**src/source/output_bus_pkg.sv**
```systemverilog
`default_nettype none

package output_bus_pkg;

    localparam int NUM_EDGE_PE = 4;
    localparam int NUM_VERTEX_UNIT = 4;
    localparam int NUM_BANKS = 4;
    localparam int NUM_WR_REQS = NUM_EDGE_PE + NUM_VERTEX_UNIT;
    localparam int NUM_REQS = NUM_EDGE_PE + NUM_WR_REQS;
    localparam int FV_BANDWIDTH = 64;
    localparam int MAX_NODE_ID = 1024;
    localparam int BANK_IDX_W = $clog2(NUM_BANKS);

    typedef logic [$clog2(MAX_NODE_ID)-1:0] node_id_t;
    typedef logic [BANK_IDX_W-1:0] bank_idx_t;
    typedef logic [$clog2(NUM_EDGE_PE)-1:0] pe_tag_t;
    typedef logic [FV_BANDWIDTH-1:0] fv_data_t;
    typedef logic [NUM_REQS-1:0] req_vec_t;
    typedef logic [NUM_BANKS-1:0] bank_vec_t;

    // edge PE read requester
    typedef struct packed {
        logic grant_valid;
        pe_tag_t pe_tag;
        logic req;
        node_id_t node_id;
    } pe_rd_req_t;

    // edge or vertex bank write streamer
    typedef struct packed {
        logic grant_valid;
        logic sos;
        logic eos;
        fv_data_t data;
        logic req;
        node_id_t node_id;
    } wr_stream_req_t;

    // rd_wr is 0 for read and 1 for write
    typedef struct packed {
        logic valid;
        pe_tag_t pe_tag;
        logic rd_wr;
        node_id_t node_id;
        fv_data_t data;
        logic wr_sos;
        logic wr_eos;
    } bank_cmd_t;

    // banks are interleaved on the low node id bits
    function automatic bank_idx_t bank_of(node_id_t node_id);
        return node_id[BANK_IDX_W-1:0];
    endfunction

endpackage

`default_nettype wire

```
**src/source/rr_grant_arbiter.sv**
```systemverilog
`timescale 1ns/1ps
`default_nettype none

module rr_grant_arbiter
    import output_bus_pkg::*;
#(
    parameter int num_reqs = NUM_REQS
) (
    input  wire logic clk,
    input  wire logic reset,
    input  req_vec_t  reqs,
    output req_vec_t  grants
);

    localparam int PTR_W = $clog2(num_reqs);

    logic [PTR_W-1:0] ptr_q;
    logic [PTR_W-1:0] winner;
    logic [PTR_W-1:0] ptr_nx;
    logic found;
    req_vec_t grants_nx;

    // first request at or after the pointer with wraparound
    always_comb begin
        int idx;
        grants_nx = '0;
        winner = '0;
        found = 1'b0;
        for (int i = 0; i < num_reqs; i++) begin
            idx = int'(ptr_q) + i;
            if (idx >= num_reqs) begin
                idx = idx - num_reqs;
            end
            if (!found && reqs[idx]) begin
                found = 1'b1;
                winner = PTR_W'(idx);
            end
        end
        if (found) begin
            grants_nx[winner] = 1'b1;
        end
    end

    // pointer goes one past the winner
    always_comb begin
        if (winner == PTR_W'(num_reqs - 1)) begin
            ptr_nx = '0;
        end else begin
            ptr_nx = winner + 1'b1;
        end
    end

    always_ff @(posedge clk) begin
        if (reset) begin
            grants <= '0;
            ptr_q <= '0;
        end else begin
            grants <= grants_nx;
            if (found) begin
                ptr_q <= ptr_nx;
            end
        end
    end

    // at most one grant per cycle
    grants_onehot: assert property (
        @(posedge clk) disable iff (reset)
        $onehot0(grants)
    ) else $error("rr_grant_arbiter: grants not one-hot: %b", grants);

endmodule

`default_nettype wire

```
**src/source/bank_lock_tracker.sv**
```systemverilog
`timescale 1ns/1ps
`default_nettype none

module bank_lock_tracker
    import output_bus_pkg::*;
(
    input  wire logic             clk,
    input  wire logic             reset,
    input  req_vec_t              reqs,
    input  node_id_t              node_ids [NUM_REQS],
    input  wire logic [NUM_WR_REQS-1:0] wr_eos,
    input  bank_vec_t             bank_eos,
    input  req_vec_t              grants,
    output req_vec_t              masked_reqs
);

    // bank each requester was aiming at when its grant was issued
    bank_idx_t target_q [NUM_REQS];

    bank_vec_t lock_q;
    bank_vec_t lock_set;
    bank_vec_t lock_nx;

    // locked banks plus the bank of the grant being shown now
    always_comb begin
        lock_set = lock_q;
        for (int i = 0; i < NUM_REQS; i++) begin
            if (grants[i]) begin
                lock_set[target_q[i]] = 1'b1;
            end
        end
    end

    always_comb begin
        masked_reqs = '0;
        for (int i = 0; i < NUM_REQS; i++) begin
            masked_reqs[i] = reqs[i] & ~lock_set[bank_of(node_ids[i])];
        end
    end

    // releases only act on the next cycle's masking
    always_comb begin
        lock_nx = lock_set & ~bank_eos;
        for (int j = 0; j < NUM_WR_REQS; j++) begin
            if (wr_eos[j]) begin
                lock_nx[bank_of(node_ids[NUM_EDGE_PE + j])] = 1'b0;
            end
        end
    end

    always_ff @(posedge clk) begin
        if (reset) begin
            lock_q <= '0;
        end else begin
            lock_q <= lock_nx;
        end
    end

    always_ff @(posedge clk) begin
        for (int i = 0; i < NUM_REQS; i++) begin
            target_q[i] <= bank_of(node_ids[i]);
        end
    end

    // the bank of a new grant was neither locked nor just granted a cycle ago
    for (genvar i = 0; i < NUM_REQS; i++) begin : g_lock_chk
        no_grant_to_locked: assert property (
            @(posedge clk) disable iff (reset)
            grants[i] |-> ($past(lock_set) & (bank_vec_t'(1) << target_q[i])) == '0
        ) else $error("bank_lock_tracker: requester %0d granted a locked bank", i);
    end

endmodule

`default_nettype wire

```
**src/source/bank_cmd_router.sv**
```systemverilog
`timescale 1ns/1ps
`default_nettype none

module bank_cmd_router
    import output_bus_pkg::*;
(
    input  wire logic     clk,
    input  wire logic     reset,
    input  pe_rd_req_t    pe_reqs [NUM_EDGE_PE],
    input  wr_stream_req_t edge_wr_reqs [NUM_EDGE_PE],
    input  wr_stream_req_t vertex_wr_reqs [NUM_VERTEX_UNIT],
    output bank_cmd_t     bank_cmd [NUM_BANKS]
);

    bank_cmd_t cmd_nx [NUM_BANKS];

    // read beat carries the PE tag and no data
    function automatic bank_cmd_t rd_cmd(pe_rd_req_t r);
        bank_cmd_t c;
        c = '0;
        c.valid = 1'b1;
        c.pe_tag = r.pe_tag;
        c.rd_wr = 1'b0;
        c.node_id = r.node_id;
        return c;
    endfunction

    function automatic bank_cmd_t wr_cmd(wr_stream_req_t w);
        bank_cmd_t c;
        c = '0;
        c.valid = 1'b1;
        c.rd_wr = 1'b1;
        c.node_id = w.node_id;
        c.data = w.data;
        c.wr_sos = w.sos;
        c.wr_eos = w.eos;
        return c;
    endfunction

    // scanned in requester order so a higher index overrides
    always_comb begin
        for (int b = 0; b < NUM_BANKS; b++) begin
            cmd_nx[b] = '0;
        end
        for (int i = 0; i < NUM_EDGE_PE; i++) begin
            if (pe_reqs[i].grant_valid) begin
                cmd_nx[bank_of(pe_reqs[i].node_id)] = rd_cmd(pe_reqs[i]);
            end
        end
        for (int i = 0; i < NUM_EDGE_PE; i++) begin
            if (edge_wr_reqs[i].grant_valid) begin
                cmd_nx[bank_of(edge_wr_reqs[i].node_id)] = wr_cmd(edge_wr_reqs[i]);
            end
        end
        for (int i = 0; i < NUM_VERTEX_UNIT; i++) begin
            if (vertex_wr_reqs[i].grant_valid) begin
                cmd_nx[bank_of(vertex_wr_reqs[i].node_id)] = wr_cmd(vertex_wr_reqs[i]);
            end
        end
    end

    always_ff @(posedge clk) begin
        if (reset) begin
            for (int b = 0; b < NUM_BANKS; b++) begin
                bank_cmd[b] <= '0;
            end
        end else begin
            for (int b = 0; b < NUM_BANKS; b++) begin
                bank_cmd[b] <= cmd_nx[b];
            end
        end
    end

    for (genvar b = 0; b < NUM_BANKS; b++) begin : g_route_chk
        cmd_in_own_bank: assert property (
            @(posedge clk) disable iff (reset)
            bank_cmd[b].valid |-> bank_of(bank_cmd[b].node_id) == bank_idx_t'(b)
        ) else $error("bank_cmd_router: bank %0d holds node %0d",
                      b, bank_cmd[b].node_id);
    end

endmodule

`default_nettype wire

```
**src/source/output_bus_arbiter.sv**
```systemverilog
`timescale 1ns/1ps
`default_nettype none

module output_bus_arbiter
    import output_bus_pkg::*;
(
    input  wire logic      clk,
    input  wire logic      reset,
    input  pe_rd_req_t     pe_reqs [NUM_EDGE_PE],
    input  wr_stream_req_t edge_wr_reqs [NUM_EDGE_PE],
    input  wr_stream_req_t vertex_wr_reqs [NUM_VERTEX_UNIT],
    input  bank_vec_t      bank_eos,
    output bank_cmd_t      bank_cmd [NUM_BANKS],
    output req_vec_t       grants
);

    req_vec_t all_reqs;
    req_vec_t masked_reqs;
    node_id_t all_node_ids [NUM_REQS];
    logic [NUM_WR_REQS-1:0] wr_eos;

    // requester order is edge PEs, then edge banks, then vertex banks
    for (genvar i = 0; i < NUM_EDGE_PE; i++) begin : g_pe
        assign all_reqs[i] = pe_reqs[i].req;
        assign all_node_ids[i] = pe_reqs[i].node_id;
    end

    for (genvar i = 0; i < NUM_EDGE_PE; i++) begin : g_edge_wr
        assign all_reqs[NUM_EDGE_PE + i] = edge_wr_reqs[i].req;
        assign all_node_ids[NUM_EDGE_PE + i] = edge_wr_reqs[i].node_id;
        assign wr_eos[i] = edge_wr_reqs[i].eos;
    end

    for (genvar i = 0; i < NUM_VERTEX_UNIT; i++) begin : g_vertex_wr
        assign all_reqs[2 * NUM_EDGE_PE + i] = vertex_wr_reqs[i].req;
        assign all_node_ids[2 * NUM_EDGE_PE + i] = vertex_wr_reqs[i].node_id;
        assign wr_eos[NUM_EDGE_PE + i] = vertex_wr_reqs[i].eos;
    end

    bank_lock_tracker u_lock (
        .clk         (clk),
        .reset       (reset),
        .reqs        (all_reqs),
        .node_ids    (all_node_ids),
        .wr_eos      (wr_eos),
        .bank_eos    (bank_eos),
        .grants      (grants),
        .masked_reqs (masked_reqs)
    );

    rr_grant_arbiter #(
        .num_reqs (NUM_REQS)
    ) u_arb (
        .clk    (clk),
        .reset  (reset),
        .reqs   (masked_reqs),
        .grants (grants)
    );

    bank_cmd_router u_router (
        .clk            (clk),
        .reset          (reset),
        .pe_reqs        (pe_reqs),
        .edge_wr_reqs   (edge_wr_reqs),
        .vertex_wr_reqs (vertex_wr_reqs),
        .bank_cmd       (bank_cmd)
    );

endmodule

`default_nettype wire

```
**config.mk**
```make
export PLATFORM = sky130hd
export DESIGN_NAME = output_bus_arbiter
export DESIGN_NICKNAME = d
export VERILOG_FILES = /design/src/source/output_bus_pkg.sv /design/src/source/rr_grant_arbiter.sv /design/src/source/bank_lock_tracker.sv /design/src/source/bank_cmd_router.sv /design/src/source/output_bus_arbiter.sv
export SDC_FILE = /design/constraint.sdc
export NUM_CORES = 2
export LEC_CHECK = 0
export ABC_CLOCK_PERIOD_IN_PS = 6200
export BUFFER_PORTS_ARGS = -buffer_cell sky130_fd_sc_hd__clkbuf_2
export CAP_MARGIN = 25
export CELL_PAD_IN_SITES_DETAIL_PLACEMENT = 1
export CELL_PAD_IN_SITES_GLOBAL_PLACEMENT = 2
export CORE_AREA = 5 5 388 390
export CTS_BUF_LIST = sky130_fd_sc_hd__clkbuf_16
export DETAILED_ROUTE_END_ITERATION = 10
export DIE_AREA = 0 0 393 395
export GPL_TIMING_DRIVEN = 0
export PLACE_DENSITY_LB_ADDON = 0.1
export SYNTH_ARGS = -nofsm -noshare
export SYNTH_HDL_FRONTEND = slang
export SYNTH_SLANG_ARGS = --single-unit
```
**constraint.sdc**
```tcl
create_clock -name clk -period 6.2 [get_ports clk]
set_input_delay 0.93 -clock clk [delete_from_list [all_inputs] [get_ports clk]]
set_output_delay 0.93 -clock clk [all_outputs]
set_load 0.02 [all_outputs]
```
==> qor.txt <==
series of cell instances along the critical path = and3_1, a31oi_1, nand4_1, or2_1, clkbuf_1, o21ai_1, o32ai_1, or3_4, o311ai_0, o21ai_0, a21oi_1, o21ai_1, nor3b_1, o32a_1, inv_1, ha_1, or2_0, a221oi_2
final hold violations = 0
slack of the critical path = 0.335 ns
relative max-transition margin = 23.7%
worst min-delay path startpoint = pe_reqs[42]
vias in the first global route = 47300
Worst Skew = 0.0117 ns
Die Outline Area = 155000 um^2
CTS sink cnt = 364
Hold Path End = u_lock.target_q[0][0]
share of flip-flops with an asynchronous set or reset after synthesis = 0%
Peak VDD IR = 0.169 mV
crit path capture type = flop
TritonRoute pass-1 iters = 9
drt initial violations = 4777
standard-cell row count = 141
sequential-to-total area share from yosys stat = 22.7%
CTS tree = built
placer congestion estimate = 0.972
EDFF count, synth = 0
TritonCTS Buffers = 43
most used cell, CP = sky130_fd_sc_hd__o21ai_1
Maximum Capacitance Violations = 0
Max H-tree Level = 2
actual slew at the worst max-slew pin = 1.14 ns
starting density of the core = 21.9%
critical-path maximum fanout = 9
slowest stage delay, CP = 0.78 ns
IO buf count = 1006
leakage power figure = 15.3 nW
initial antenna violation count = 186
Avg Synthesized Cell Area = 6.63 um^2
Worst EP required = 6.74 ns
worst endpoint data arrival time = 6.41 ns
Worst Path Buf+Inv = 2
Layout Area Growth over Synthesis = 30.1%
r2r endpoint = u_arb.ptr_q[2]
setup repair after global routing missed its margin = false
Die W = 393 um
average detailed-routed wire length per instance = 36.1 um
quantity of hold-fixing buffers added after cts = 0
overall routed net length = 289000 um
maximum number of buffers from clock root to sink = 3
min cycle time layout = 5.87 ns
global-route wire length before repair = 390000 um
Post-Syn Instances = 4845
final clock period utilization by the worst path = 94.6%
Crit Path Class = flop to flop
R2R cell count = 18
die outline height = 395 um
total congestion overflow = 0
setup-violating endpoint count in the final report = 0
detailed placement HPWL = 239000 um
leading register cell type out of synthesis = sky130_fd_sc_hd__dfxtp_1
antenna viol nets, final = 0
PD cells = 272 nW/um^2
synth unique cells = 93
fraction of final layout cells sized beyond drive strength 1 = 19.5%
DRC viols = 0
Post-CTS Resized = 1
minimum setup slack among reg-to-reg paths = 0.33 ns
area of the core = 147000 um^2
hold depth = 1
upper clock frequency limit = 0.170 GHz
clock insertion delay at the later pin of the skew report = 0.64 ns
total I/O pin count = 1018
PnR Total Power = 11.4 mW
Syn. warnings = 0
DP Worst Slack = -0.0613 ns
vias after detailed routing = 47400
via-per-instance ratio = 5.91
Post CTS Setup Buffer Count = 0
clock root buffer = sky130_fd_sc_hd__clkbuf_16
Slew Viols, Final = 0
Worst-path clk slew = 0.06 ns
type of the worst min-delay path = primary input to flop
kind of launch point of the worst setup path = flop
post-layout net count = 6638
register bit total from synthesis = 364
overall global routing resource usage = 35.3%
combined area of all synthesized cells = 32100 um^2
launch point of the worst reg-to-reg path = u_arb.grants[10]
cell type group with the largest total delay on the critical path = compound AO/OA/AOI/OAI gates
run status = complete, no violations
critical path's slowest cell = sky130_fd_sc_hd__o311ai_0
largest net degree at the start of global routing = 14
==> Yosys cell counts, drive strengths merged (19+ instances only) <==
library cell,number,area (um^2)
nand3,222,1130
o211ai,562,4220
ha,26,325
nor2b,26,163
a21oi,381,1910
clkbuf,441,1660
nor3,60,310
buf,103,422
a22oi,72,541
nor2,537,2020
nand2,904,3390
nor4,19,140
dfxtp,364,7290
a211oi,68,515
inv,28,105
o311ai,266,2330
o21ai,243,1220
a221oi,267,2340
and2,19,119
==> metal layers <==
| metal | share of wire [%] | wire length [um] | global-route usage [%] |
|---|---|---|---|
| met3 | 9.7 | 28000 | 11.0 |
| met2 | 46 | 133000 | 57.0 |
| met4 | 4.1 | 11800 | 14.2 |
| met1 | 40 | 117000 | 43.5 |
| met5 | 0.19 | 540 | 0 |
==> worst register-to-register path, stage by stage, from the launching register on <==
cell and delay (ns):
sky130_fd_sc_hd__dfxtp_1 0.37, sky130_fd_sc_hd__and3_1 0.21, sky130_fd_sc_hd__a31oi_1 0.20, sky130_fd_sc_hd__nand4_1 0.52, sky130_fd_sc_hd__or2_1 0.41, sky130_fd_sc_hd__clkbuf_1 0.23
sky130_fd_sc_hd__o21ai_1 0.57, sky130_fd_sc_hd__o32ai_1 0.21, sky130_fd_sc_hd__or3_4 0.38, sky130_fd_sc_hd__o311ai_0 0.78, sky130_fd_sc_hd__o21ai_0 0.21, sky130_fd_sc_hd__a21oi_1 0.19
sky130_fd_sc_hd__o21ai_1 0.12, sky130_fd_sc_hd__nor3b_1 0.24, sky130_fd_sc_hd__o32a_1 0.31, sky130_fd_sc_hd__inv_1 0.10, sky130_fd_sc_hd__ha_1 0.27, sky130_fd_sc_hd__or2_0 0.26
sky130_fd_sc_hd__a221oi_2 0.21
==> state kept, by name, indices dropped and copies added (netlist names) <==
name and cells:
u_arb.ptr_q 4, u_router.bank_cmd 320, u_lock.target_q 24, u_lock.lock_q 4, u_arb.grants 12
==> power by group <==
| group | switching, mW | leakage (nW) | total (mW) | internal (mW) |
|---|---|---|---|---|
| sequential | 0.126 | 3.02 | 2.71 | 2.58 |
| combinational | 4.14 | 11.6 | 6.13 | 1.99 |
| clock | 1.10 | 0.702 | 2.53 | 1.43 |
==> how the worst max path moves through the flow <==
stage / from / end / slack [ns] / cells after the start
5_1_grt: u_arb.grants[10] / u_arb.ptr_q[2] / 0.003 / 18
3_5_place_dp: u_arb.ptr_q[2] / u_arb.ptr_q[2] / -0.06 / 19
6_report: u_arb.grants[10] / u_arb.ptr_q[2] / 0.33 / 18
2_1_floorplan: u_arb.ptr_q[2] / u_arb.ptr_q[2] / 1.40 / 23
4_1_cts: u_arb.ptr_q[0] / u_arb.ptr_q[2] / 0.03 / 18
3_3_place_gp: u_arb.ptr_q[0] / u_arb.ptr_q[2] / -0.05 / 18
==> per-stage QoR <==
stage               util [%]  hold slack [ns]  instances  cell area [um^2]  setup TNS (ns)
floorplan                  -            0.757       4848             32100               0
global placement        27.0            0.954       7784             39600         -0.0634
detailed placement      27.3            0.945       7808             40000         -0.0613
CTS                     28.2            0.385       7886             41400               0
global route            28.3            0.410       7964             41600               0
finish                  28.4            0.420       8023             41800               0
==> cell families after synthesis <==
| logic type | synth area share, % |
|---|---|
| flops | 22.7 |
| simple gates | 24.9 |
| xor+xnor | 0.464 |
| mux | 0.320 |
| other cells | 0.0117 |
| buf+inv | 6.86 |
| compound gates | 43.7 |
| fa+ha+maj | 1.01 |
==> layout by cell type (no fill, tap or decap), types with 95 or more instances in the layout <==
cell / n
sky130_fd_sc_hd__a21oi_1: 379
sky130_fd_sc_hd__a221oi_1: 266
sky130_fd_sc_hd__buf_1: 95
sky130_fd_sc_hd__o21ai_0: 238
sky130_fd_sc_hd__nor2_1: 536
sky130_fd_sc_hd__dfxtp_1: 364
sky130_fd_sc_hd__o211ai_1: 561
sky130_fd_sc_hd__nand3_1: 219
sky130_fd_sc_hd__o311ai_0: 266
sky130_fd_sc_hd__clkbuf_1: 418
sky130_fd_sc_hd__clkbuf_2: 1028
sky130_fd_sc_hd__nand2_1: 904
sky130_fd_sc_hd__diode_2: 134
==> layout make-up <==
| class | count | area, um^2 |
|---|---|---|
| flip-flops and latches | 364 | 7290 |
| plain buffers | 543 | 2100 |
| clock buffers | 45 | 1130 |
| diodes | 134 | 335 |
| inverters | 32 | 134 |
| clock inverters | 33 | 236 |
| repair buffers | 1034 | 5480 |
| fillers | 18800 | 105000 |
| well taps | 1930 | 2410 |
| multi-input cells | 3908 | 22600 |
Note: power is estimated with default switching activity, not from simulation.
